**config.mk**
```make
export PLATFORM = sky130hd
export DESIGN_NAME = edp
export DESIGN_NICKNAME = d
export VERILOG_FILES = /design/src/kl10Pkg.sv /design/src/edp.sv
export SDC_FILE = /design/constraint.sdc
export NUM_CORES = 1
export LEC_CHECK = 0
export ABC_AREA = 0
export ABC_CLOCK_PERIOD_IN_PS = 12500
export BUFFER_PORTS_ARGS = -buffer_cell sky130_fd_sc_hd__buf_2
export CAP_MARGIN = 10
export CELL_PAD_IN_SITES_DETAIL_PLACEMENT = 1
export CELL_PAD_IN_SITES_GLOBAL_PLACEMENT = 1
export CORE_MARGIN = 2
export CORE_UTILIZATION = 43
export DETAILED_ROUTE_END_ITERATION = 16
export PLACE_DENSITY_LB_ADDON = 0.1
export SLEW_MARGIN = 20
export SYNTH_ARGS = -nofsm -noshare
export SYNTH_HDL_FRONTEND = slang
export SYNTH_SLANG_ARGS = --single-unit
```
**constraint.sdc**
```tcl
create_clock -name eboxClk -period 12.5 [get_ports eboxClk]
set_input_delay 2.5 -clock eboxClk [delete_from_list [all_inputs] [get_ports eboxClk]]
set_output_delay 2.5 -clock eboxClk [all_outputs]
set_load 0.01 [all_outputs]
```
**src/kl10Pkg.sv**
```systemverilog
package kl10Pkg;

  localparam int wordW     = 36;
  localparam int halfW     = wordW / 2;  // Adder split point at bit 18
  localparam int cramAddrW = 8;
  localparam int cramDepth = 1 << cramAddrW;

  // AD function with A as AR and B as ARX
  typedef enum logic [3:0] {
    adfA,
    adfB,
    adfAPlusB,
    adfAMinusB,
    adfAPlus1,
    adfAnd,
    adfOr,
    adfXor,
    adfZero
  } adFunc_e;

  typedef enum logic [2:0] {
    arHold,
    arAd,
    arEbus,
    arArx,
    arClr
  } arSel_e;

  typedef enum logic [2:0] {
    arxHold,
    arxAd,
    arxAr,
    arxClr
  } arxSel_e;

  typedef enum logic [1:0] {
    mqHold,
    mqAd,
    mqShiftIn,  // AR bit 35 into MQ bit 0
    mqClr
  } mqSel_e;

  typedef enum logic [4:0] {
    dispNICOND,
    dispRETURN,
    dispMUL,
    dispNORM,
    dispDRAM_A_RD,
    dispDIV,
    dispEA_MOD
  } disp_e;

  typedef enum logic [4:0] {
    specNone,
    specINH_CRY18,
    specGEN_CRY18,
    specCALL,
    specHALT,
    specMQ_SHIFT,
    specAD_LONG
  } spec_e;

  // 30-bit microword that sits in EBUS bits 6..35 on a diag write
  typedef struct packed {
    adFunc_e              ad;
    arSel_e               arSel;
    arxSel_e              arxSel;
    mqSel_e               mqSel;
    disp_e                disp;
    spec_e                spec;
    logic [cramAddrW-1:0] j;
  } cramWord_t;

  localparam int cramWordW = $bits(cramWord_t);

  typedef struct packed {
    arSel_e  arSel;
    arxSel_e arxSel;
    mqSel_e  mqSel;
    adFunc_e adFunc;
    logic    adCarry36;
    logic    inhibitCarry18;
    logic    genCarry18;
    logic    mqShift;
  } ctlDecode_t;

  typedef struct packed {
    logic       adZero;
    logic       adNeg;
    logic [1:0] mqLow;  // MQ bits 34..35
  } edpStatus_t;

  // Read functions all have the top bit set
  typedef enum logic [2:0] {
    diagLOAD_CRA,
    diagWRITE_CRAM,
    diagSTART,
    diagSTOP,
    diagREAD_AR,
    diagREAD_ARX,
    diagREAD_MQ,
    diagREAD_CRA
  } diagFunc_e;

endpackage

```
**src/edp.sv**
```systemverilog
`timescale 1ns/100ps

// EDP holds AR, ARX, MQ and the 36-bit adder split at bit 18
module edp (
  input  logic                        eboxClk,
  input  logic                        arstN,
  input  kl10Pkg::ctlDecode_t         dec,
  input  logic [0:kl10Pkg::wordW-1]   ebus,
  output logic [0:kl10Pkg::wordW-1]   ar,
  output logic [0:kl10Pkg::wordW-1]   arx,
  output logic [0:kl10Pkg::wordW-1]   mq,
  output kl10Pkg::edpStatus_t         status
);

  import kl10Pkg::*;

  logic [0:wordW-1]     bOp;
  logic [0:wordW-1]     ad;
  logic [0:wordW-1]     sum;
  logic [halfW:wordW-1] rightSum;
  logic [0:halfW-1]     leftSum;
  logic                 cry18;     // Carry out of the right half
  logic                 cry18In;   // Carry into the left half

  // B operand inverted for subtract and zero for increment
  always_comb begin
    case (dec.adFunc)
      adfAMinusB: bOp = ~arx;
      adfAPlus1:  bOp = '0;
      default:    bOp = arx;
    endcase
  end

  assign {cry18, rightSum} = {1'b0, ar[halfW:wordW-1]} + {1'b0, bOp[halfW:wordW-1]}
                             + (halfW + 1)'(dec.adCarry36);

  assign cry18In = dec.genCarry18 || (cry18 && !dec.inhibitCarry18);

  assign leftSum = ar[0:halfW-1] + bOp[0:halfW-1] + halfW'(cry18In);
  assign sum     = {leftSum, rightSum};

  always_comb begin
    case (dec.adFunc)
      adfA:       ad = ar;
      adfB:       ad = arx;
      adfAPlusB,
      adfAMinusB,
      adfAPlus1:  ad = sum;
      adfAnd:     ad = ar & arx;
      adfOr:      ad = ar | arx;
      adfXor:     ad = ar ^ arx;
      default:    ad = '0;
    endcase
  end

  assign status.adZero = (ad == '0);
  assign status.adNeg  = ad[0];
  assign status.mqLow  = mq[wordW-2:wordW-1];

  always_ff @(posedge eboxClk or negedge arstN) begin
    if (!arstN) begin
      ar  <= '0;
      arx <= '0;
      mq  <= '0;
    end else begin
      case (dec.arSel)
        arAd:    ar <= ad;
        arEbus:  ar <= ebus;
        arArx:   ar <= arx;
        arClr:   ar <= '0;
        default: ;
      endcase

      case (dec.arxSel)
        arxAd:   arx <= ad;
        arxAr:   arx <= ar;
        arxClr:  arx <= '0;
        default: ;
      endcase

      case (dec.mqSel)
        mqAd:      mq <= ad;
        mqShiftIn: begin
          if (dec.mqShift) begin
            mq <= {ar[wordW-1], mq[0:wordW-2]};  // Right shift with AR35 entering bit 0
          end
        end
        mqClr:     mq <= '0;
        default:   ;
      endcase
    end
  end

endmodule

```
# Yosys cells after proc, flatten, opt, wreduce, memory -nomap -nowiden
# Index checks and enable logic that the tools add are counted.
# classes
n_div	0
shifts	0
order_cmp	0
mux	6
addsub	4
multipliers	0
reduce_logical	10
eq_ne	18
bitwise_logic	4
# ops
op	n
36-bit one-hot mux with 3 select lines	2
36-bit one-hot mux with 6 select lines	1
36-bit one-hot mux with 4 select lines	1
36-bit one-hot mux with 2 select lines	1
36-bit bitwise AND	1
36-bit logical NOT	1
36-bit two-way mux	1
36-bit NOT	1
36-bit OR	1
36-bit bitwise XOR	1
18-bit by 18-bit adder with 19-bit output	1
19-bit by 1-bit adder with 19-bit output	1
18-bit by 1-bit adder with 18-bit output	1
18-bit adder	1
4-bit by 3-bit == test with 1-bit output (second input constant)	4
3-bit by 2-bit == test with 1-bit output (second input constant)	4
4-bit by 2-bit == test with 1-bit output (second input constant)	2
3-bit by 1-bit == test with 1-bit output (second input constant)	2
3-bit nonzero test	2
2-bit == test (second input constant)	2
4-bit by 1-bit == test with 1-bit output (second input constant)	1
4-bit logical NOT	1
4-bit nonzero test	1
3-bit == test (second input constant)	1
other kinds (7)	7
# word_totals
wordCells	45
regBits	108
romBits	0
out_inout_bits	112
latch_bits	0
mem_bits_rw	0
n_memories	0

# Depth between registers and ports, before layout
# Gate-level depths: netlist (run 1).
# logic_depth
depth_word	9
depth_mapped	30

# Worst setup path after synthesis (run 1)
# OpenSTA, ideal clock, no wires.
# synth_path
path_type	in2out
from	input dec[5] (netlist name)
to	output status[3] (netlist name)
path_buffers	3
arrival_ps	8823
required_ps	10000
cell_stages	28
setup_slack_ps	1177
path_cell_list	buf_6 buf_2 buf_1 nand3_1 nor2_1 a21oi_1 fa_1 inv_1 fa_1 a211oi_1 o21ai_0 a31oi_1 a31oi_1 a21o_1 a21o_1 a21oi_1 nor2_1 nor2_1 fa_1 fa_1 xnor2_1 a221o_1 or4_1 or4_1 or4_1 nor4_1 nand4_1 nor4_2
# synth_rtl
element	line	rtl
start, declared	edp.sv:7	input kl10Pkg::ctlDecode_t dec,
end, declared	edp.sv:12	output kl10Pkg::edpStatus_t status

==> metrics.log, run 1 <==
[metrics] total wirelength of the detailed-routed design: roughly 45000 um
[metrics] number of H-tree branching levels: 3
[metrics] dominant synthesized flop cell: dfrtp_1
[metrics] total number of vias: roughly 11000
[metrics] number of I/O port buffers: approximately 170
[metrics] width of the chip: approximately 160 um
[metrics] multi-input combinational cell area: about 7000 um2
[metrics] largest buffer count on any clock path: 2
[metrics] TNS Setup: 0 ps
[metrics] Remaining DRCs: 0
[metrics] final clock skew: 16.24 ps
[metrics] die footprint: 25830 um2
[metrics] cell depth of the worst hold path: 2
[metrics] ratio of cells with drive above 1 in the final layout: 0.1666
[metrics] remaining max-slew budget at the tightest pin: 0.2350
[metrics] clk_lat worst skew: roughly 380 ps
[metrics] clock buffer count from CTS: 9
[metrics] post-CTS setup buffers: 0
[metrics] total power divided by cell area: approximately 120 nW/um2
[metrics] largest voltage drop on the vdd net: between 0.00007 and 0.00008 V
[metrics] unrepaired setup endpoints after global routing: no
[metrics] GR Util met2: 0.5674
[metrics] placeable core area: ~24000 um2
[metrics] maximum clock frequency: a little over 80 MHz
[metrics] clock transition at the register clock pins on the worst setup and hold paths after CTS: 100 ps
[metrics] min Tclk post-route: about 12000 ps
[metrics] first-pass GRT wire length: between 60000 and 70000 um
[metrics] busiest grt layer: met2
[metrics] met3 GRT Util: 0.04804
[metrics] wire length per cell: approximately 25 um
[metrics] Critical Setup Path Class: primary input to primary output
[metrics] pin count of the biggest net entering global routing: 78
[metrics] number of flip-flops and latches in the synthesized netlist: ~110
[metrics] distinct cell type count after synthesis: 70
[metrics] max-slew violations: 0
[metrics] row count: 57
[metrics] yosys warns: 0
[metrics] number of primary I/O pins: about 170
[metrics] relative area change from synthesis to final layout: 13.71%
[metrics] area of the mapped netlist: about 11000 um2
[metrics] # nets final: 1623
[metrics] FFs w/ async S/R, synth: 1.000
[metrics] sequential cell area: approximately 2700 um2
[metrics] Die Height: roughly 160 um
[metrics] total overflow reported by the global router: 0
[metrics] global routing met1 resource utilization: 0.4515
[metrics] fill count: just over 3000
[metrics] setup violators final: 0
[metrics] post-synthesis sequential area ratio: 0.2559
[metrics] GRT Total Usage: 0.3449
[metrics] largest fanout on the critical path: 35
[metrics] run status: finished clean
[metrics] total nets after synthesis: between 1500 and 2000
[metrics] critical path launch point type: primary input
[metrics] EDFF count, synth: 0
[metrics] Worst R2R Path Depth: 26
[metrics] Final Hold Vio Count: 0
[metrics] total of hold buffers inserted after clock tree synthesis: 0
[metrics] measured slew at the worst slew-check pin: 1135 ps
[metrics] max-capacitance violation count: 0
[metrics] Synth Area per Inst: just under 8 um2
[metrics] HPWL after DPL: around 31000 um
[metrics] number of DRC markers after the initial detailed-route iteration: approximately 940
[metrics] clk sinks: 108
[metrics] data required time of the critical path: 10000 ps
[metrics] post-detailed-route count of antenna-violating nets: 0
[metrics] clock tree from TritonCTS: yes
[metrics] post-route standard cell area excluding fillers: 12010 um2
[metrics] vias per cell: between 6 and 7
[metrics] type of destination of the critical path: primary output
[metrics] total cell area at the placement stage: 11690 um2
[metrics] initial standard-cell utilization of the core: 0.4356
[metrics] drt pass-1 iters: 5
[metrics] Synth Instances: between 1000 and 1500
[metrics] final weighted congestion of routability-driven global placement: a little over 0.9
[metrics] post-route clock period utilization: 0.9635
[metrics] Lkg Pwr: ~5.5 nW
[metrics] initial antenna violation count: 0
[metrics] via count of the first global-routing pass: around 11000
[metrics] Root Buffer Master: clkbuf_16
[metrics] Final Core Density: 0.4953
[metrics] hold crit path type: flip-flop to flip-flop
[metrics] Arr. time, crit path: between 9000 and 10000 ps
==> registers in the layout (all words and copies together), names as in the netlist <==
signal / cells
ar: 36
arx: 36
mq: 36
==> cells by family after synthesis <==
kind of cell    after synthesis  share of synthesized area
flops                       108                     0.2559
buf+inv                     193                    0.07298
compound gates              476                     0.3025
mux                          51                    0.04869
xor+xnor                     29                    0.02405
fa+ha+maj                   109                     0.1320
simple gates                380                     0.1640
==> layout by cell type, fill, tap and decap left out, types with 5 or more instances in the layout <==
cell       netlist  routed
a21oi_1         78      78
a31oi_1          5       5
a22oi_1         47      47
clkbuf_16        0       9
a221oi_1        32      32
o21a_1          11      11
a211oi_1        30      29
xor2_1          11      11
xnor2_1         18      18
nand2b_1         9       9
ha_1           105     105
a22o_1           7       7
buf_4            2      38
a221o_1          9       9
nor2b_1         44      41
inv_1           92      91
a21boi_0        11      11
o22ai_1         29      29
nand4_1          6       6
and2_1           5       5
o21ai_0        125     125
nor2_1         139     137
nand3_1         15      15
o32ai_1         27      27
a211o_1          5       5
buf_2            7     164
o2bb2ai_1        8       8
dfrtp_1        108     108
mux2i_1         48      48
a222oi_1         9       9
nand2_1        122     122
a21o_1           9       9
nor3_1          11      10
o211ai_1         7       7
==> worst max-delay path, cell delays in order <==
cell and delay [ps]:
buf_2 120, buf_4 260, nor2_1 90, nand3_1 110, buf_4 390, o21ai_0 210, fa_1 460, a211oi_2 320
o21ai_0 240, a31oi_1 300, a31oi_1 120, a21o_1 220, a21o_1 200, a21oi_1 170, nor2_1 60, nor2_1 200
fa_1 260, fa_1 220, xnor2_1 80, a221o_1 390, or4_1 540, or4_1 500, or4_1 510, nor4_1 390
nand4_1 200, nor4_2 310, buf_2 180
==> cells in the mapped netlist (11+ instances only) <==
library cell | count | area share
a22oi_1 | 47 | 0.033
nand2_1 | 122 | 0.043
xor2_1 | 11 | 0.0091
a211oi_1 | 30 | 0.021
nor2_1 | 139 | 0.049
o21a_1 | 11 | 0.0078
a21oi_1 | 78 | 0.037
mux2i_1 | 48 | 0.045
o32ai_1 | 27 | 0.022
a21boi_0 | 11 | 0.0078
a221oi_1 | 32 | 0.027
xnor2_1 | 18 | 0.015
clkbuf_1 | 79 | 0.028
nor3_1 | 11 | 0.0052
inv_1 | 92 | 0.033
o22ai_1 | 29 | 0.017
o21ai_0 | 125 | 0.059
nand3_1 | 15 | 0.0071
ha_1 | 105 | 0.12
dfrtp_1 | 108 | 0.26
nor2b_1 | 44 | 0.026
==> power by group <==
group          switching, mW  leakage, nW  internal, mW
sequential             0.103         1.38         0.398
clock                  0.170        0.144         0.143
combinational          0.401         4.02         0.263
==> per-stage QoR <==
step / worst slack [ps] / hold WS (ps) / cells / power [mW]
4_1_cts: 242.6 / 622.5 / 1789 / 1.475
6_report: 456.9 / 617.2 / 1790 / 1.479
3_3_place_gp: 456.6 / 589.9 / 1773 / 1.137
3_5_place_dp: 282.5 / 600.1 / 1773 / 1.156
2_1_floorplan: 1177 / 600.5 / 1346 / 0.8955
5_1_grt: 17.02 / 651.0 / 1789 / 1.565
==> routing by layer <==
layer / vias to the layer above / share of wire
met1: 5785 / 0.43
met2: 456 / 0.46
met4: 0 / 0.046
met3: 104 / 0.058
met5: - / 0
li1: 5138 / -
==> cell type report <==
| class | instances | share of cell area |
|---|---|---|
| Multi-Input combinational cell | 1045 | 0.5937 |
| Sequential cell | 108 | 0.2250 |
| Timing Repair Buffer | 203 | 0.09304 |
| Tap cell | 324 | 0.03376 |
| Inverter | 93 | 0.02907 |
| Clock buffer | 9 | 0.01875 |
| Clock inverter | 7 | 0.006460 |
| Antenna cell | 1 | 0.0002084 |
==> worst paths after layout <==
path | start | to | slack [ps]
max in group asynchronous | arstN | mq[2] | 9030
setup reg to reg | ar[35] | ar[1] | 6190
setup / recovery | dec[6] | status[3] | 460
hold reg to reg | mq[20] | mq[21] | 620
hold / removal | mq[20] | mq[21] | 620
min in group asynchronous | arstN | arx[30] | 2140
==> what timing repair did <==
| item | 4_1_cts | 5_1_grt |
|---|---|---|
| setup endpoints to repair | 0 | 1 |
| gates resized for setup | 0 | 3 |
| hold endpoints to repair | 0 | 0 |
Note: power is estimated with default switching activity, not from simulation.
==> run 2: changes to the inputs <==
Settings changed: GPL_TIMING_DRIVEN set to 0.
==> metrics.log, run 2 (synthesized netlist as in run 1, its figures left out) <==
[metrics] standard cell with the maximum stage delay on the critical path: or4_1
[metrics] FF-to-FF setup slack: 5770 ps (-420 ps)
[metrics] CP Capture Point: status[3]
[metrics] type of destination of the critical path: primary output
[metrics] GRT Total Usage: 0.3678 (+0.02289)
[metrics] power after layout: 1.495 mW (+1.0%)
[metrics] run status: finished clean
[metrics] TNS Setup: 0 ps (unchanged)
[metrics] vias per cell: 6.457 (+0.65%)
[metrics] most frequent standard cell in the layout excluding fill and tap cells: buf_2
[metrics] initial standard-cell utilization of the core: 0.4356 (unchanged)
[metrics] unrepaired setup endpoints after global routing: no
[metrics] hold crit path type: flip-flop to flip-flop
[metrics] Remaining DRCs: 0 (unchanged)
[metrics] Arr. time, crit path: 9780 ps (+240 ps)
[metrics] clk sinks: 108 (unchanged)
[metrics] fill count: 3100 (+1.5%)
[metrics] total of hold buffers inserted after clock tree synthesis: 0 (unchanged)
[metrics] measured slew at the worst slew-check pin: 1166 ps (+30.25 ps)
[metrics] max-slew violations: 0 (unchanged)
[metrics] drt pass-1 iters: 5 (unchanged)
[metrics] total number of vias: 11920 (+3.8%)
[metrics] clock transition at the register clock pins on the worst setup and hold paths after CTS: 90 ps (about the same)
[metrics] initial antenna violation count: 0 (unchanged)
[metrics] max-capacitance violation count: 0 (unchanged)
[metrics] number of I/O port buffers: 159 (-3.6%)
[metrics] via count of the first global-routing pass: 11870 (+4.1%)
[metrics] number of diodes added for antenna fixing: 0 (-1)
[metrics] Die Height: 160.7 um (unchanged)
[metrics] Placed Cells incl. Taps: 1832 (+3.3%)
[metrics] Lkg Pwr: 5.559 nW (+0.30%)
[metrics] number of primary I/O pins: 166 (unchanged)
[metrics] largest fanout on the critical path: 10 (-71%)
[metrics] row count: 57 (unchanged)
[metrics] width of the chip: 160.7 um (unchanged)
[metrics] top library cells by usage in the layout, fill and taps aside: buf_2 (165), nor2_1 (138), o21ai_0 (123), nand2_1 (121), dfrtp_1 (108)
[metrics] critical register-to-register path startpoint: ar[35]
[metrics] largest voltage drop on the vdd net: 0.00005316 V (-26%)
[metrics] final weighted congestion of routability-driven global placement: 0.9613 (+3.1%)
[metrics] clk_lat worst skew: 380 ps (about the same)
[metrics] data required time of the critical path: 10000 ps (about the same)
[metrics] clock tree from TritonCTS: yes
[metrics] largest registers: ar x36, arx x36, mq x36
[metrics] post-route clock period utilization: 0.9821 (+0.01867)
[metrics] maximum clock frequency: 81.46 MHz (-1.9%)
[metrics] first-pass GRT wire length: 72700 um (+5.1%)
[metrics] post-detailed-route count of antenna-violating nets: 0 (unchanged)
[metrics] peak per-stage delay on the critical path: 560 ps (+20 ps)
[metrics] worst hold slack after final layout: 621.0 ps (+3.821 ps)
[metrics] placeable core area: 24250 um2 (unchanged)
[metrics] clock buffer count from CTS: 9 (unchanged)
[metrics] largest buffer count on any clock path: 2 (unchanged)
[metrics] final instance count without filler cells: 1846 (+3.1%)
[metrics] wire length per cell: 26.03 um (+3.2%)
[metrics] number of H-tree branching levels: 3 (unchanged)
[metrics] number of DRC markers after the initial detailed-route iteration: 1254 (+33%)
[metrics] Root Buffer Master: clkbuf_16
[metrics] total overflow reported by the global router: 0 (unchanged)
[metrics] Critical Setup Path Class: primary input to primary output
[metrics] # nets final: 1680 (+3.5%)
[metrics] critical path launch point type: primary input
[metrics] ratio of cells with drive above 1 in the final layout: 0.1465 (-0.02004)
[metrics] total wirelength of the detailed-routed design: 48050 um (+6.5%)
[metrics] HPWL after DPL: 35620 um (+13%)
[metrics] die footprint: 25830 um2 (unchanged)
[metrics] remaining max-slew budget at the tightest pin: 0.2147 (-0.02038)
[metrics] endpoint of the lowest-slack register-to-register path: ar[1]
[metrics] Worst R2R Path Depth: 25 (-3.8%)
[metrics] setup violators final: 0 (unchanged)
[metrics] total power divided by cell area: 122.4 nW/um2 (-0.66%)
[metrics] pin count of the biggest net entering global routing: 73 (-6.4%)
[metrics] final clock skew: 13.04 ps (-3.208 ps)
[metrics] relative area change from synthesis to final layout: 15.65%
[metrics] beginning of the critical path: dec[7]
[metrics] min Tclk post-route: 12280 ps (+233.4 ps)
[metrics] Final Hold Vio Count: 0 (unchanged)
[run 2: changes by cell type in the layout (fill, tap and decap cells not counted), moves of 2 or more]
cell,delta
nor2b_2,-2
clkbuf_2,+3
inv_8,+3
nor2_2,-2
clkbuf_1,+74
o21ai_1,+2
buf_1,+6
nor2b_1,+2
clkinv_8,-2
o21ai_0,-2
buf_4,-33
buf_6,+5
[run 2: layout make-up]
type / count / area (um2) / area share
plain buffers: 97 / 426.7 / 0.03493
inverters: 93 / 349.1 / 0.02858
multi-input cells: 1045 / 7182 / 0.5880
flip-flops and latches: 108 / 2703 / 0.2213
repair buffers: 163 / 847.1 / 0.06935
clock buffers: 10 / 239.0 / 0.01957
well taps: 324 / 405.4 / 0.03319
clock inverters: 6 / 62.56 / 0.005122
[run 2: critical path: cells and delay by family]
kind	cells	cell delay, ps
AND/OR/NAND/NOR	11	3310
AO/OA/AOI/OAI	9	1610
adder cells (fa/ha/maj)	4	1510
buffers and inverters	4	660
XOR/XNOR	1	150
[run 2: report_power, final]
part	internal [mW]	switching (mW)	total (mW)
sequential	0.398	0.101	0.500
clock	0.149	0.169	0.317
combinational	0.262	0.416	0.678
total	0.809	0.685	1.49
[run 2: repair_timing]
item                                    in CTS  in global routing
buffers inserted                             1                  0
resized for setup                           14                 15
endpoints found under the setup margin       1                  1
pin swaps                                    1                  2
[run 2: layer usage]
layer	vias up	share of wire	GRT usage	routed length, um
met5	-	0	0	0
met4	0	0.051	0.1867	2463
met3	138	0.083	0.05449	3989
met2	590	0.44	0.5737	21360
met1	5950	0.42	0.4975	20250
li1	5241	-	-	-
[run 2: worst min-delay path by stage]
stage | slack, ps | start | cells past startpoint | end
final | 620 | mq[20] | 2 | mq[20]
after global routing | 660 | mq[13] | 2 | mq[14]
after CTS | 620 | mq[20] | 2 | mq[20]
after detailed placement | 600 | mq[20] | 2 | mq[20]
after global placement | 590 | arx[12] | 2 | arx[12]
after floorplan | 600 | arx[32] | 2 | arx[32]
[run 2: per-stage QoR]
stage	utilization	instance area, um2	setup WS, ps
after floorplan	-	10560	1177
after global placement	0.4851	11760	-1066
after detailed placement	0.4872	11810	-1175
after CTS	0.5013	12160	6.856
after global routing	0.5037	12210	1.931
final	0.5037	12210	223.5
