**config.mk**
```make
export PLATFORM = sky130hd
export DESIGN_NAME = ctl
export DESIGN_NICKNAME = d
export VERILOG_FILES = /design/src/kl10Pkg.sv /design/src/ctl.sv
export SDC_FILE = /design/constraint.sdc
export NUM_CORES = 1
export LEC_CHECK = 0
export BUFFER_PORTS_ARGS = -buffer_cell sky130_fd_sc_hd__clkbuf_2
export CORE_AREA = 8 8 103 105
export DETAILED_ROUTE_END_ITERATION = 10
export DIE_AREA = 0 0 111 113
export PLACE_DENSITY = 0.71
export SYNTH_ARGS = -nofsm -noshare
export SYNTH_HDL_FRONTEND = slang
export SYNTH_SLANG_ARGS = --single-unit
```
**constraint.sdc**
```tcl
create_clock -name eboxClk -period 2.7 [get_ports eboxClk]
set_input_delay 0.135 -clock eboxClk [delete_from_list [all_inputs] [get_ports eboxClk]]
set_output_delay 0.135 -clock eboxClk [all_outputs]
set_load 0.01 [all_outputs]
```
**src/kl10Pkg.sv**
```systemverilog
package kl10Pkg;

  localparam int wordW     = 36;
  localparam int halfW     = wordW / 2;  // Adder split point at bit 18
  localparam int cramAddrW = 8;
  localparam int cramDepth = 1 << cramAddrW;

  // AD function with A as AR and B as ARX
  typedef enum logic [3:0] {
    adfA,
    adfB,
    adfAPlusB,
    adfAMinusB,
    adfAPlus1,
    adfAnd,
    adfOr,
    adfXor,
    adfZero
  } adFunc_e;

  typedef enum logic [2:0] {
    arHold,
    arAd,
    arEbus,
    arArx,
    arClr
  } arSel_e;

  typedef enum logic [2:0] {
    arxHold,
    arxAd,
    arxAr,
    arxClr
  } arxSel_e;

  typedef enum logic [1:0] {
    mqHold,
    mqAd,
    mqShiftIn,  // AR bit 35 into MQ bit 0
    mqClr
  } mqSel_e;

  typedef enum logic [4:0] {
    dispNICOND,
    dispRETURN,
    dispMUL,
    dispNORM,
    dispDRAM_A_RD,
    dispDIV,
    dispEA_MOD
  } disp_e;

  typedef enum logic [4:0] {
    specNone,
    specINH_CRY18,
    specGEN_CRY18,
    specCALL,
    specHALT,
    specMQ_SHIFT,
    specAD_LONG
  } spec_e;

  // 30-bit microword that sits in EBUS bits 6..35 on a diag write
  typedef struct packed {
    adFunc_e              ad;
    arSel_e               arSel;
    arxSel_e              arxSel;
    mqSel_e               mqSel;
    disp_e                disp;
    spec_e                spec;
    logic [cramAddrW-1:0] j;
  } cramWord_t;

  localparam int cramWordW = $bits(cramWord_t);

  typedef struct packed {
    arSel_e  arSel;
    arxSel_e arxSel;
    mqSel_e  mqSel;
    adFunc_e adFunc;
    logic    adCarry36;
    logic    inhibitCarry18;
    logic    genCarry18;
    logic    mqShift;
  } ctlDecode_t;

  typedef struct packed {
    logic       adZero;
    logic       adNeg;
    logic [1:0] mqLow;  // MQ bits 34..35
  } edpStatus_t;

  // Read functions all have the top bit set
  typedef enum logic [2:0] {
    diagLOAD_CRA,
    diagWRITE_CRAM,
    diagSTART,
    diagSTOP,
    diagREAD_AR,
    diagREAD_ARX,
    diagREAD_MQ,
    diagREAD_CRA
  } diagFunc_e;

endpackage

```
**src/ctl.sv**
```systemverilog
`timescale 1ns/100ps

// CTL does microword decode, microaddress sequencing, run control and diag EBUS
module ctl (
  input  logic                            eboxClk,
  input  logic                            arstN,
  input  logic [0:kl10Pkg::wordW-1]       ebus,
  input  logic                            ebusDsStrobe,
  input  kl10Pkg::diagFunc_e              diagFunc,
  input  kl10Pkg::cramWord_t              word,
  input  kl10Pkg::edpStatus_t             status,
  input  logic [0:kl10Pkg::wordW-1]       ar,
  input  logic [0:kl10Pkg::wordW-1]       arx,
  input  logic [0:kl10Pkg::wordW-1]       mq,
  output kl10Pkg::ctlDecode_t             dec,
  output logic [kl10Pkg::cramAddrW-1:0]   nextCra,
  output logic                            wrEn,
  output logic [kl10Pkg::cramAddrW-1:0]   wrAddr,
  output kl10Pkg::cramWord_t              wrWord,
  output logic                            ctlDrivingEbus,
  output logic [0:kl10Pkg::wordW-1]       ctlEbus,
  output logic                            running
);

  import kl10Pkg::*;

  logic [cramAddrW-1:0] cra;
  logic [cramAddrW-1:0] loadCra;   // Last LOAD_CRA value
  logic [cramAddrW-1:0] retAddr;   // One-deep return register
  logic [cramAddrW-1:0] dispAddr;

  logic strobeLoad;
  logic strobeWrite;
  logic strobeStart;
  logic strobeStop;

  logic specInhCry18;
  logic specGenCry18;
  logic specCall;
  logic specHalt;
  logic specMqShift;

  // Load, write and start only while idle
  assign strobeLoad  = ebusDsStrobe && !running && (diagFunc == diagLOAD_CRA);
  assign strobeWrite = ebusDsStrobe && !running && (diagFunc == diagWRITE_CRAM);
  assign strobeStart = ebusDsStrobe && !running && (diagFunc == diagSTART);
  assign strobeStop  = ebusDsStrobe && (diagFunc == diagSTOP);

  assign wrEn   = strobeWrite;
  assign wrAddr = loadCra;
  assign wrWord = cramWord_t'(ebus[wordW-cramWordW:wordW-1]);

  always_comb begin
    specInhCry18 = 1'b0;
    specGenCry18 = 1'b0;
    specCall     = 1'b0;
    specHalt     = 1'b0;
    specMqShift  = 1'b0;
    case (word.spec)
      specINH_CRY18: specInhCry18 = 1'b1;
      specGEN_CRY18: specGenCry18 = 1'b1;
      specCALL:      specCall = 1'b1;
      specHALT:      specHalt = 1'b1;
      specMQ_SHIFT:  specMqShift = 1'b1;
      specAD_LONG:   ;  // Long AD not modeled here
      default:       ;
    endcase
  end

  always_comb begin
    dec.arSel          = running ? word.arSel : arHold;
    dec.arxSel         = running ? word.arxSel : arxHold;
    dec.mqSel          = running ? word.mqSel : mqHold;
    dec.adFunc         = word.ad;
    dec.adCarry36      = (word.ad == adfAMinusB) || (word.ad == adfAPlus1);
    dec.inhibitCarry18 = specInhCry18;
    dec.genCarry18     = specGenCry18;
    dec.mqShift        = specMqShift;
  end

  // Dispatch replaces the low bits of J with status bits
  always_comb begin
    dispAddr = word.j;
    case (word.disp)
      dispNICOND: dispAddr = word.j;
      dispRETURN: dispAddr = retAddr;
      dispMUL:    dispAddr = {word.j[cramAddrW-1:2], status.mqLow};
      dispNORM:   dispAddr = {word.j[cramAddrW-1:2], status.adZero, status.adNeg};
      default:    ;  // Others fall through to J
    endcase
  end

  always_comb begin
    if (running) begin
      nextCra = dispAddr;
    end else if (strobeStart) begin
      nextCra = loadCra;
    end else begin
      nextCra = cra;
    end
  end

  always_ff @(posedge eboxClk or negedge arstN) begin
    if (!arstN) begin
      cra     <= '0;
      loadCra <= '0;
      retAddr <= '0;
      running <= 1'b0;
    end else begin
      cra <= nextCra;
      if (strobeLoad) begin
        loadCra <= ebus[wordW-cramAddrW:wordW-1];
      end
      if (running && specCall) begin
        retAddr <= word.j + 1'b1;
      end
      if (running) begin
        running <= !(specHalt || strobeStop);  // HALT word still retires
      end else begin
        running <= strobeStart;
      end
    end
  end

  assign ctlDrivingEbus = ebusDsStrobe && diagFunc[2];

  always_comb begin
    ctlEbus = '0;
    if (ctlDrivingEbus) begin
      case (diagFunc)
        diagREAD_AR:  ctlEbus = ar;
        diagREAD_ARX: ctlEbus = arx;
        diagREAD_MQ:  ctlEbus = mq;
        diagREAD_CRA: ctlEbus[wordW-cramAddrW:wordW-1] = cra;
        default:      ;
      endcase
    end
  end

endmodule

```
### Yosys cells after proc, flatten, opt, wreduce, memory -nomap -nowiden

Index checks and enable logic that the tools add are counted.

| storage, ports and cells | value |
|---|---|
| bits in registers | 25 |
| input bits | 184 |

| operators by class | value |
|---|---|
| add/subtract/negate cells | 1 |
| reductions and logical operators | 12 |
| eq/ne operators | 17 |
| mux-type cells | 15 |

Operator list:

| operator | count |
|---|---|
| 28-bit one-hot mux with 3 select lines | 1 |
| 36-bit 2-to-1 mux | 1 |
| 8-bit one-hot mux with 4 select lines | 1 |
| 8-bit one-hot mux with 3 select lines | 1 |
| 5-bit by 2-bit == test with 1-bit output (second input constant) | 4 |
| 8-bit 2-to-1 mux | 2 |
| 3-bit == test (second input constant) | 4 |
| 5-bit by 1-bit == test with 1-bit output (second input constant) | 2 |
| 5-bit by 3-bit == test with 1-bit output (second input constant) | 2 |
| 8-bit by 1-bit adder with 8-bit output (second input constant) | 1 |
| 1-bit logical AND | 7 |
| 3-bit by 2-bit == test with 1-bit output (second input constant) | 2 |
| 1-bit 2-to-1 mux | 6 |
| 3-bit 2-to-1 mux | 2 |
| 4-bit by 2-bit == test with 1-bit output (second input constant) | 1 |
| 4-bit by 3-bit == test with 1-bit output (second input constant) | 1 |
| 3-bit by 1-bit == test with 1-bit output (second input constant) | 1 |
| 3-bit zero test | 1 |
| 1-bit zero test | 2 |
| 1-bit logical OR | 2 |
| 2-bit 2-to-1 mux | 1 |

### Logic depth before layout (Yosys ltp)

Gate-level depths: netlist of run 1.

| logic depth | value |
|---|---|
| word-level depth | 5 |
| gate-level depth with buffers | 6 |

### Worst setup path after synthesis of run 1

Ideal clock, no wire load.

| path | value |
|---|---|
| kind | register -> register |
| from | register running |
| to | register loadCra[0] (netlist: wrAddr[0]) |
| library setup time | 0.125 ns |
| cell stages (with the launch flop) | 6 |
| arrival time | 1.320 ns |
| slack | 1.255 ns |
| cells stage by stage | dfrtp_1 -> nor3b_2 -> and2_1 -> nor2b_4 -> buf_6 -> mux2_4 |

| between the ends | value |
|---|---|
| longest elaborated chain between the ends | 3 |

RTL lines:

| element | line | source |
|---|---|---|
| start, declared | ctl.sv:22 | `output logic running` |
| start signal, assigned | ctl.sv:118 | `running <= !(specHalt \|\| strobeStop);` |
| start signal, assigned | ctl.sv:120 | `running <= strobeStart;` |
| 1-bit zero test | ctl.sv:44 | `assign strobeLoad = ebusDsStrobe && !running && (diagFunc == diagLOAD_CRA);` |
| 1-bit logical AND (2 in series) | ctl.sv:44 |  |
| end signal, assigned | ctl.sv:112 | `loadCra <= ebus[wordW-cramAddrW:wordW-1];` |
| end, declared | ctl.sv:28 | `logic [cramAddrW-1:0] loadCra;` |

Every way passes these cells.
A chain may end at the register's enable or synchronous reset.

### Worst setup path in the final report of run 1

| path | value |
|---|---|
| from | register running |
| to | output nextCra[3] in the netlist's numbering |

| between the ends | value |
|---|---|
| longest elaborated chain between the ends | 5 |

RTL lines:

| element | line | source |
|---|---|---|
| 1-bit zero test | ctl.sv:46 | `assign strobeStart = ebusDsStrobe && !running && (diagFunc == diagSTART);` |
| 1-bit logical AND (2 in series) | ctl.sv:46 |  |
| 8-bit 2-to-1 mux | ctl.sv:96 | `end else if (strobeStart) begin` |
| 8-bit 2-to-1 mux (*) | ctl.sv:94 | `if (running) begin` |
| end, declared | ctl.sv:16 | `output logic [kl10Pkg::cramAddrW-1:0] nextCra,` |

Mark *: on every way between the ends. The rest lies on a longest branch, timed or not.

==> results of run 1 <==
-- layer usage --
metal  GRT usage  vias to the layer above  part of all wire
met5           0                        -                 0
met4     0.02432                        0            0.0035
met3     0.06032                        4             0.098
met2      0.3112                      193              0.52
met1      0.1782                     1389              0.38
li1            -                     1477                 -
-- critical path: stages, from the launching register on --
cell and delay (ns):
dfrtp_1 0.40, nor3b_2 0.20, nand3b_1 0.45, mux2i_1 0.24
mux2i_1 0.24, clkbuf_2 0.19
-- power by group --
group	internal, W	total (W)	leakage (nW)	switching (W)
Sequential	0.000484	0.000566	0.303	0.0000817
Combinational	0.000349	0.000710	1.82	0.000361
Clock	0.000105	0.000232	0.0217	0.000127
Total	0.000938	0.00151	2.15	0.000570
-- flip-flops by register name (all words and copies together), names as in the netlist --
name / flops
running: 1
retAddr: 8
wrAddr: 8
cra: 8
-- layout make-up --
cell class | instances | share of cell area
repair buffers | 242 | 0.3331
multi-input cells | 239 | 0.4432
inverters | 4 | 0.004054
clock buffers | 3 | 0.01115
well taps | 111 | 0.03750
clock inverters | 1 | 0.002027
flip-flops and latches | 25 | 0.1689
-- per-stage QoR --
stage,utilization,area [um2],worst slack [ns]
2_1_floorplan,-,2699,1.255
3_3_place_gp,0.4060,3645,0.8856
3_5_place_dp,0.4060,3645,0.8633
4_1_cts,0.4125,3704,0.5498
5_1_grt,0.4125,3704,0.4728
6_report,0.4125,3704,0.5715
-- path summary, 6_finish.rpt --
path,endpoint,slack (ns),depth (start not counted)
hold reg to reg,retAddr[1],0.52,1
min in group asynchronous,cra[2],0.44,2
setup / recovery,nextCra[3],0.57,5
max in group asynchronous,wrAddr[0],1.84,2
setup reg to reg,retAddr[1],1.00,3
hold / removal,wrAddr[7],0.10,2
-- synth_stat cells (all sizes together) --
cell type  number  area (um2)
mux2i          59       590.6
buf            54       396.6
inv             4       15.01
a21oi          38       190.2
and3            5       31.28
nor3            3       20.02
o21ai           2       10.01
and4            1       8.760
nor2           67       251.5
nor2b           4       32.53
nand3b          3       22.52
a221oi          8       70.07
dfrtp          25       625.6
and2           10       62.56
nor3b           3       27.52
mux2            9       131.4
ha              1       12.51
xnor2           1       8.760
o21a            1       7.510
a211oi          8       60.06
clkbuf          6       22.52
nand3           5       25.02
nand2           3       11.26
xor2            5       43.79
o22ai           2       12.51
a41oi           1       8.760
-- cell families after synthesis --
| logic type | Yosys count | synth area share |
|---|---|---|
| adder cells (fa/ha/maj) | 1 | 0.004635 |
| AND/OR/NAND/NOR | 104 | 0.1827 |
| XOR/XNOR | 6 | 0.01947 |
| flip-flops | 25 | 0.2318 |
| multiplexers | 68 | 0.2675 |
| buffers and inverters | 64 | 0.1609 |
| AO/OA/AOI/OAI | 60 | 0.1331 |
==> flow_metrics.tcl, run 1 <==
set metrics [dict create \
    regToRegStartpoint "running" \
    finalCritPeriodShare 0.7883 \
    stdcell_count 625 \
    mostFrequentLayoutCells "clkbuf_2, nor2_1, mux2i_1, a21oi_1, dfrtp_1" \
    ys_ff_latch 25 \
    clock_skew_ns 0.003636 \
    avgSynthCellArea_um2 8.228 \
    drt-initial-drc-count 176 \
    drt_wl_total_um 11280 \
    cts_tree "done" \
    worst_slew_margin_rel 0.5186 \
    grt_pass1_vias 3307 \
    min_from "ebus[28]" \
    wire_per_inst_um 18.05 \
    grt_max_degree 29 \
    fin_nets 700 \
    vias 3063 \
    drc 0 \
    clk_pin_slew_ns 0.10 \
    io_pins 285 \
    cts-root-buf "clkbuf_8" \
    cts_max_level 1 \
    critical_path_class "reg -> out" \
    holdBufCountCts 1 \
    drv_slew 0 \
    setup_viol 0 \
    synthDistinctLibCells 33 \
    status "completed" \
    critPathCaptureType "output pin" \
    die_h_um 113 \
    drive_gt1_frac 0.5039 \
    worstSetupStartpointType "flop" \
    seq_area_um2 625.6 \
    num_rows 35 \
    worst-endpoint-arrival_ns 1.99 \
    fmax_ghz 0.4698 \
    die_width_um 111 \
    p_leak_nw 2.147 \
    port_buffers 234 \
    syn_nets 513 \
    core_um2 8977 \
    finalSetupTns_ns 0 \
    hold_class "in -> reg" \
    required_ns 2.57 \
    peakVddDrop_mv 0.3945 \
    hold_viol_final 0 \
    total_power_w 0.001508 \
    dp.cells 620 \
    cts.path.max_buffers 2 \
    dp_hpwl_um 9595 \
    critPathLaunch "running" \
    syn-instance-count 328 \
    fin_hold_ws_ns 0.1033 \
    ys_seq_area_frac 0.2318 \
    final_common_cell "clkbuf_2" \
    start_util 0.3006 \
    viasPerCell 4.901 \
    nFillCells 910 \
    numCtsBuffers 3 \
    cts_setup_buffers 0 \
    grt_pass1_wl_um 17580 \
    n_antenna_cell 0 \
    ant_nets 0 \
    yosysWarnings 0 \
    grt_usage 0.1668 \
    die_area_um2 12540 \
    fin_crit_ns 2.129 \
    grt_overflow 0 \
    rsz0062_at_grt "false" \
    clk_latency_ns 0.27 \
    synth_area_um2 2699 \
    worstMarginPinSlew_ns 0.7203 \
    cp_max_fo 8 \
    maxCapViolations 0 \
    clock-sinks 25 \
    antenna_found_initial 0 \
    globalplace.congestion 0.8007 \
    p_per_area_nw_per_um2 407.1 \
    multi_input_area_um2 1642 \
    areaGrowthSynthToFinish_pct 37.23 \
    first_pass_iters 4 \
    post_cts_resized 0 \
]
Note: power is estimated with default switching activity, not from simulation.
==> run 2, diff against run 1 <==
==> config.mk (replaced) <==
export PLATFORM = sky130hd
export DESIGN_NAME = ctl
export DESIGN_NICKNAME = d
export VERILOG_FILES = /design/src/kl10Pkg.sv /design/src/ctl.sv
export SDC_FILE = /design/constraint.sdc
export NUM_CORES = 1
export LEC_CHECK = 0
export ABC_AREA = 1
export BUFFER_PORTS_ARGS = -buffer_cell sky130_fd_sc_hd__clkbuf_2
export CORE_AREA = 8 8 105 107
export DETAILED_ROUTE_END_ITERATION = 10
export DIE_AREA = 0 0 113 115
export PLACE_DENSITY = 0.73
export SYNTH_ARGS = -nofsm -noshare
export SYNTH_HDL_FRONTEND = slang
export SYNTH_SLANG_ARGS = --single-unit
==> constraint.sdc (replaced) <==
create_clock -name eboxClk -period 1.8 [get_ports eboxClk]
set_input_delay 0.09 -clock eboxClk [delete_from_list [all_inputs] [get_ports eboxClk]]
set_output_delay 0.09 -clock eboxClk [all_outputs]
set_load 0.01 [all_outputs]
==> run 2 against run 1 <==
Effect of this change:
- via count rose by 19%
- die area up 3.6%
- routed wire length increased by 3.7%
- power rose by 37%
- worst hold slack lost 0.057 ns
- combinational power rose by 35%
- sequential power rose by 36%
- sequential share of layout area shrank 0.90 points
- non-clock buffer count increased by 2
- clock-buffer cell count did not move
- largest power group unchanged
==> flow_metrics.tcl, run 2 <==
set metrics [dict create \
    status "completed" \
    cp_cell_sequence "nor2_4 -> nand2_4 -> a21oi_1 -> o21ai_0 -> nand2_1 -> clkbuf_2" \
    synth_xor_xnor_area_share 0.01246 \
    critical_path_class "reg -> out" \
    post-route-util 0.4144 \
    globalplace.congestion 0.9358 \
    seq_area_um2 626.9 \
    p_leak_nw 2.604 \
    worst_slew_margin_rel 0.5816 \
    numCtsBuffers 3 \
    reg2reg_to "retAddr[6]" \
    whs_path_depth 3 \
    worst-endpoint-arrival_ns 1.53 \
    drc 0 \
    total_power_w 0.002067 \
    synth_mux_area_frac 0 \
    wire_per_inst_um 14.49 \
    yosys.area_share.simple 0.4511 \
    grt_usage 0.1679 \
    max_stage_delay_ns 0.49 \
    hold_viol_final 0 \
    multi_input_area_um2 1551 \
    rsz0062_at_grt "false" \
    syn_nets 686 \
    cts_tree "done" \
    peakVddDrop_mv 0.5247 \
    design_area_um2 3920 \
    io_pins 285 \
    finalCritPeriodShare 0.9020 \
    cts.path.max_buffers 2 \
    fin_nets 880 \
    maxCapViolations 0 \
    grt_pass1_vias 3479 \
    path_buf_inv 1 \
    drv_slew 0 \
    final_common_cell "clkbuf_2" \
    clk_pin_slew_ns 0.09 \
    core_um2 9459 \
    start_util 0.2974 \
    critPathSlowestCell "dfrtp_2" \
    synthTopCellsByCount "nand2_1, inv_1, nand3_1, buf_4, nor2_1" \
    synth_top_family_by_area "simple AND/OR/NAND/NOR gates" \
    synth_compound_area_frac 0.08185 \
    die_width_um 113 \
    n_antenna_cell 0 \
    cp.depth 6 \
    required_ns 1.71 \
    first_pass_iters 4 \
    syn-instance-count 501 \
    min_from "ebus[29]" \
    cp_max_fo 17 \
    yosysWarnings 0 \
    vias 3654 \
    critPathCaptureType "output pin" \
    worstRegToRegCells 6 \
    port_buffers 234 \
    clock-sinks 25 \
    clock_skew_ns 0.005894 \
    worstSetupStartpointType "flop" \
    nFillCells 1049 \
    finalSetupTns_ns 0 \
    grt_pass1_wl_um 17710 \
    cts_max_level 1 \
    ys_ff_latch 25 \
    avgSynthCellArea_um2 5.614 \
    grt_max_degree 37 \
    areaGrowthSynthToFinish_pct 39.37 \
    fin_crit_ns 1.624 \
    viasPerCell 4.522 \
    setup_viol 0 \
    synth-edff-count 0 \
    synthTopCellsByArea "nand2_1, dfrtp_1, buf_4" \
    synthDistinctLibCells 26 \
    die_area_um2 13000 \
    synth_top_area_frac 0.2829 \
    dp_hpwl_um 9818 \
    fin_hold_ws_ns 0.04640 \
    ys_seq_area_frac 0.2224 \
    fmax_ghz 0.6159 \
    num_rows 36 \
    regToRegStartpoint "running" \
    drt_wl_total_um 11710 \
    mostFrequentLayoutCells "clkbuf_2, nand2_1, inv_1, nand3_1, nor2_1" \
    drt-initial-drc-count 260 \
    r2r_slack_ns 0.35 \
    clk_latency_ns 0.27 \
    worstMarginPinSlew_ns 0.6276 \
    grt_overflow 0 \
    antenna_found_initial 0 \
    ys.flop_type "dfrtp_1" \
    cts-root-buf "clkbuf_8" \
    synth_area_um2 2813 \
    path_delay_family "flip-flops" \
    p_per_area_nw_per_um2 527.2 \
    min_to "wrAddr[6]" \
    drive_gt1_frac 0.3732 \
    async_flop_share 1.000 \
    post_dp_cell_area_um2 3846 \
    post-synth-top-count-cell "nand2_1" \
    ant_nets 0 \
    hold_class "in -> reg" \
    synthAdderAreaFrac 0.004448 \
    die_h_um 115 \
    synth_top_area_cell "nand2_1" \
]
run 2: changes by cell type after synthesis, moves of 5 or more:
cell / change
and2_1: -10
and3_1: -5
a21oi_1: -27
o21ai_0: +21
nand2_1: +209
o211ai_1: +7
nand4_1: +5
a211oi_1: -8
mux2_4: -8
a221oi_1: -8
mux2i_1: -59
nor2_1: -39
nand3_1: +41
inv_1: +65
run 2: per-layer routing:
layer | vias to the layer above | global-route usage | share of wire | wire (um)
met4 | 0 | 0.03464 | 0.012 | 138
met5 | - | 0 | 0 | 0
met2 | 169 | 0.2956 | 0.48 | 5677
met3 | 10 | 0.05305 | 0.094 | 1104
met1 | 1577 | 0.1958 | 0.41 | 4785
li1 | 1898 | - | - | -
run 2: area by class of cell:
type | instances | share of cell area
multi-input cells | 351 | 0.3958
repair buffers | 244 | 0.3281
flip-flops and latches | 25 | 0.1599
inverters | 70 | 0.06799
well taps | 114 | 0.03639
clock buffers | 3 | 0.01053
clock inverters | 1 | 0.001277
run 2: timing repair:
action	CTS	global route
buffers inserted	0	1
hold buffers	1	0
setup endpoints to repair	0	4
hold endpoints to repair	25	0
gates resized for setup	0	3
run 2: through the flow:
step,setup WS (ns),std cells
CTS,0.06641,807
finish,0.1763,808
global route,0.06109,808
floorplan,0.4308,501
detailed placement,0.2988,802
global placement,0.3015,802
run 2: worst reg2reg max path, delay by kind of cell (launching register included):
kind                   cells  cell delay (ns)
buffers and inverters      1             0.24
and+or+nand+nor            5             0.68
DFF                        1             0.48
run 2: cell families (layout without fill, tap and decap cells):
family,after synthesis,after routing
AOI/OAI and AO/OA,42,42
DFF,25,25
buffers and inverters,125,318
xor gates and xnor gates,4,4
adders and majority gates,1,1
and+or+nand+nor,304,304
run 2: worst max path at each step:
stage,endpoint,slack [ns],startpoint
final,nextCra[1],0.18,running
after global routing,nextCra[1],0.06,running
after CTS,nextCra[1],0.07,running
after detailed placement,retAddr[6],0.30,running
after global placement,retAddr[7],0.30,running
after floorplan,cra[2],0.43,running
run 2: power by group:
part	leakage, nW	switching [W]	internal [W]
Clock	0.0255	0.000182	0.000155
Sequential	0.315	0.0000796	0.000692
Combinational	2.26	0.000554	0.000403
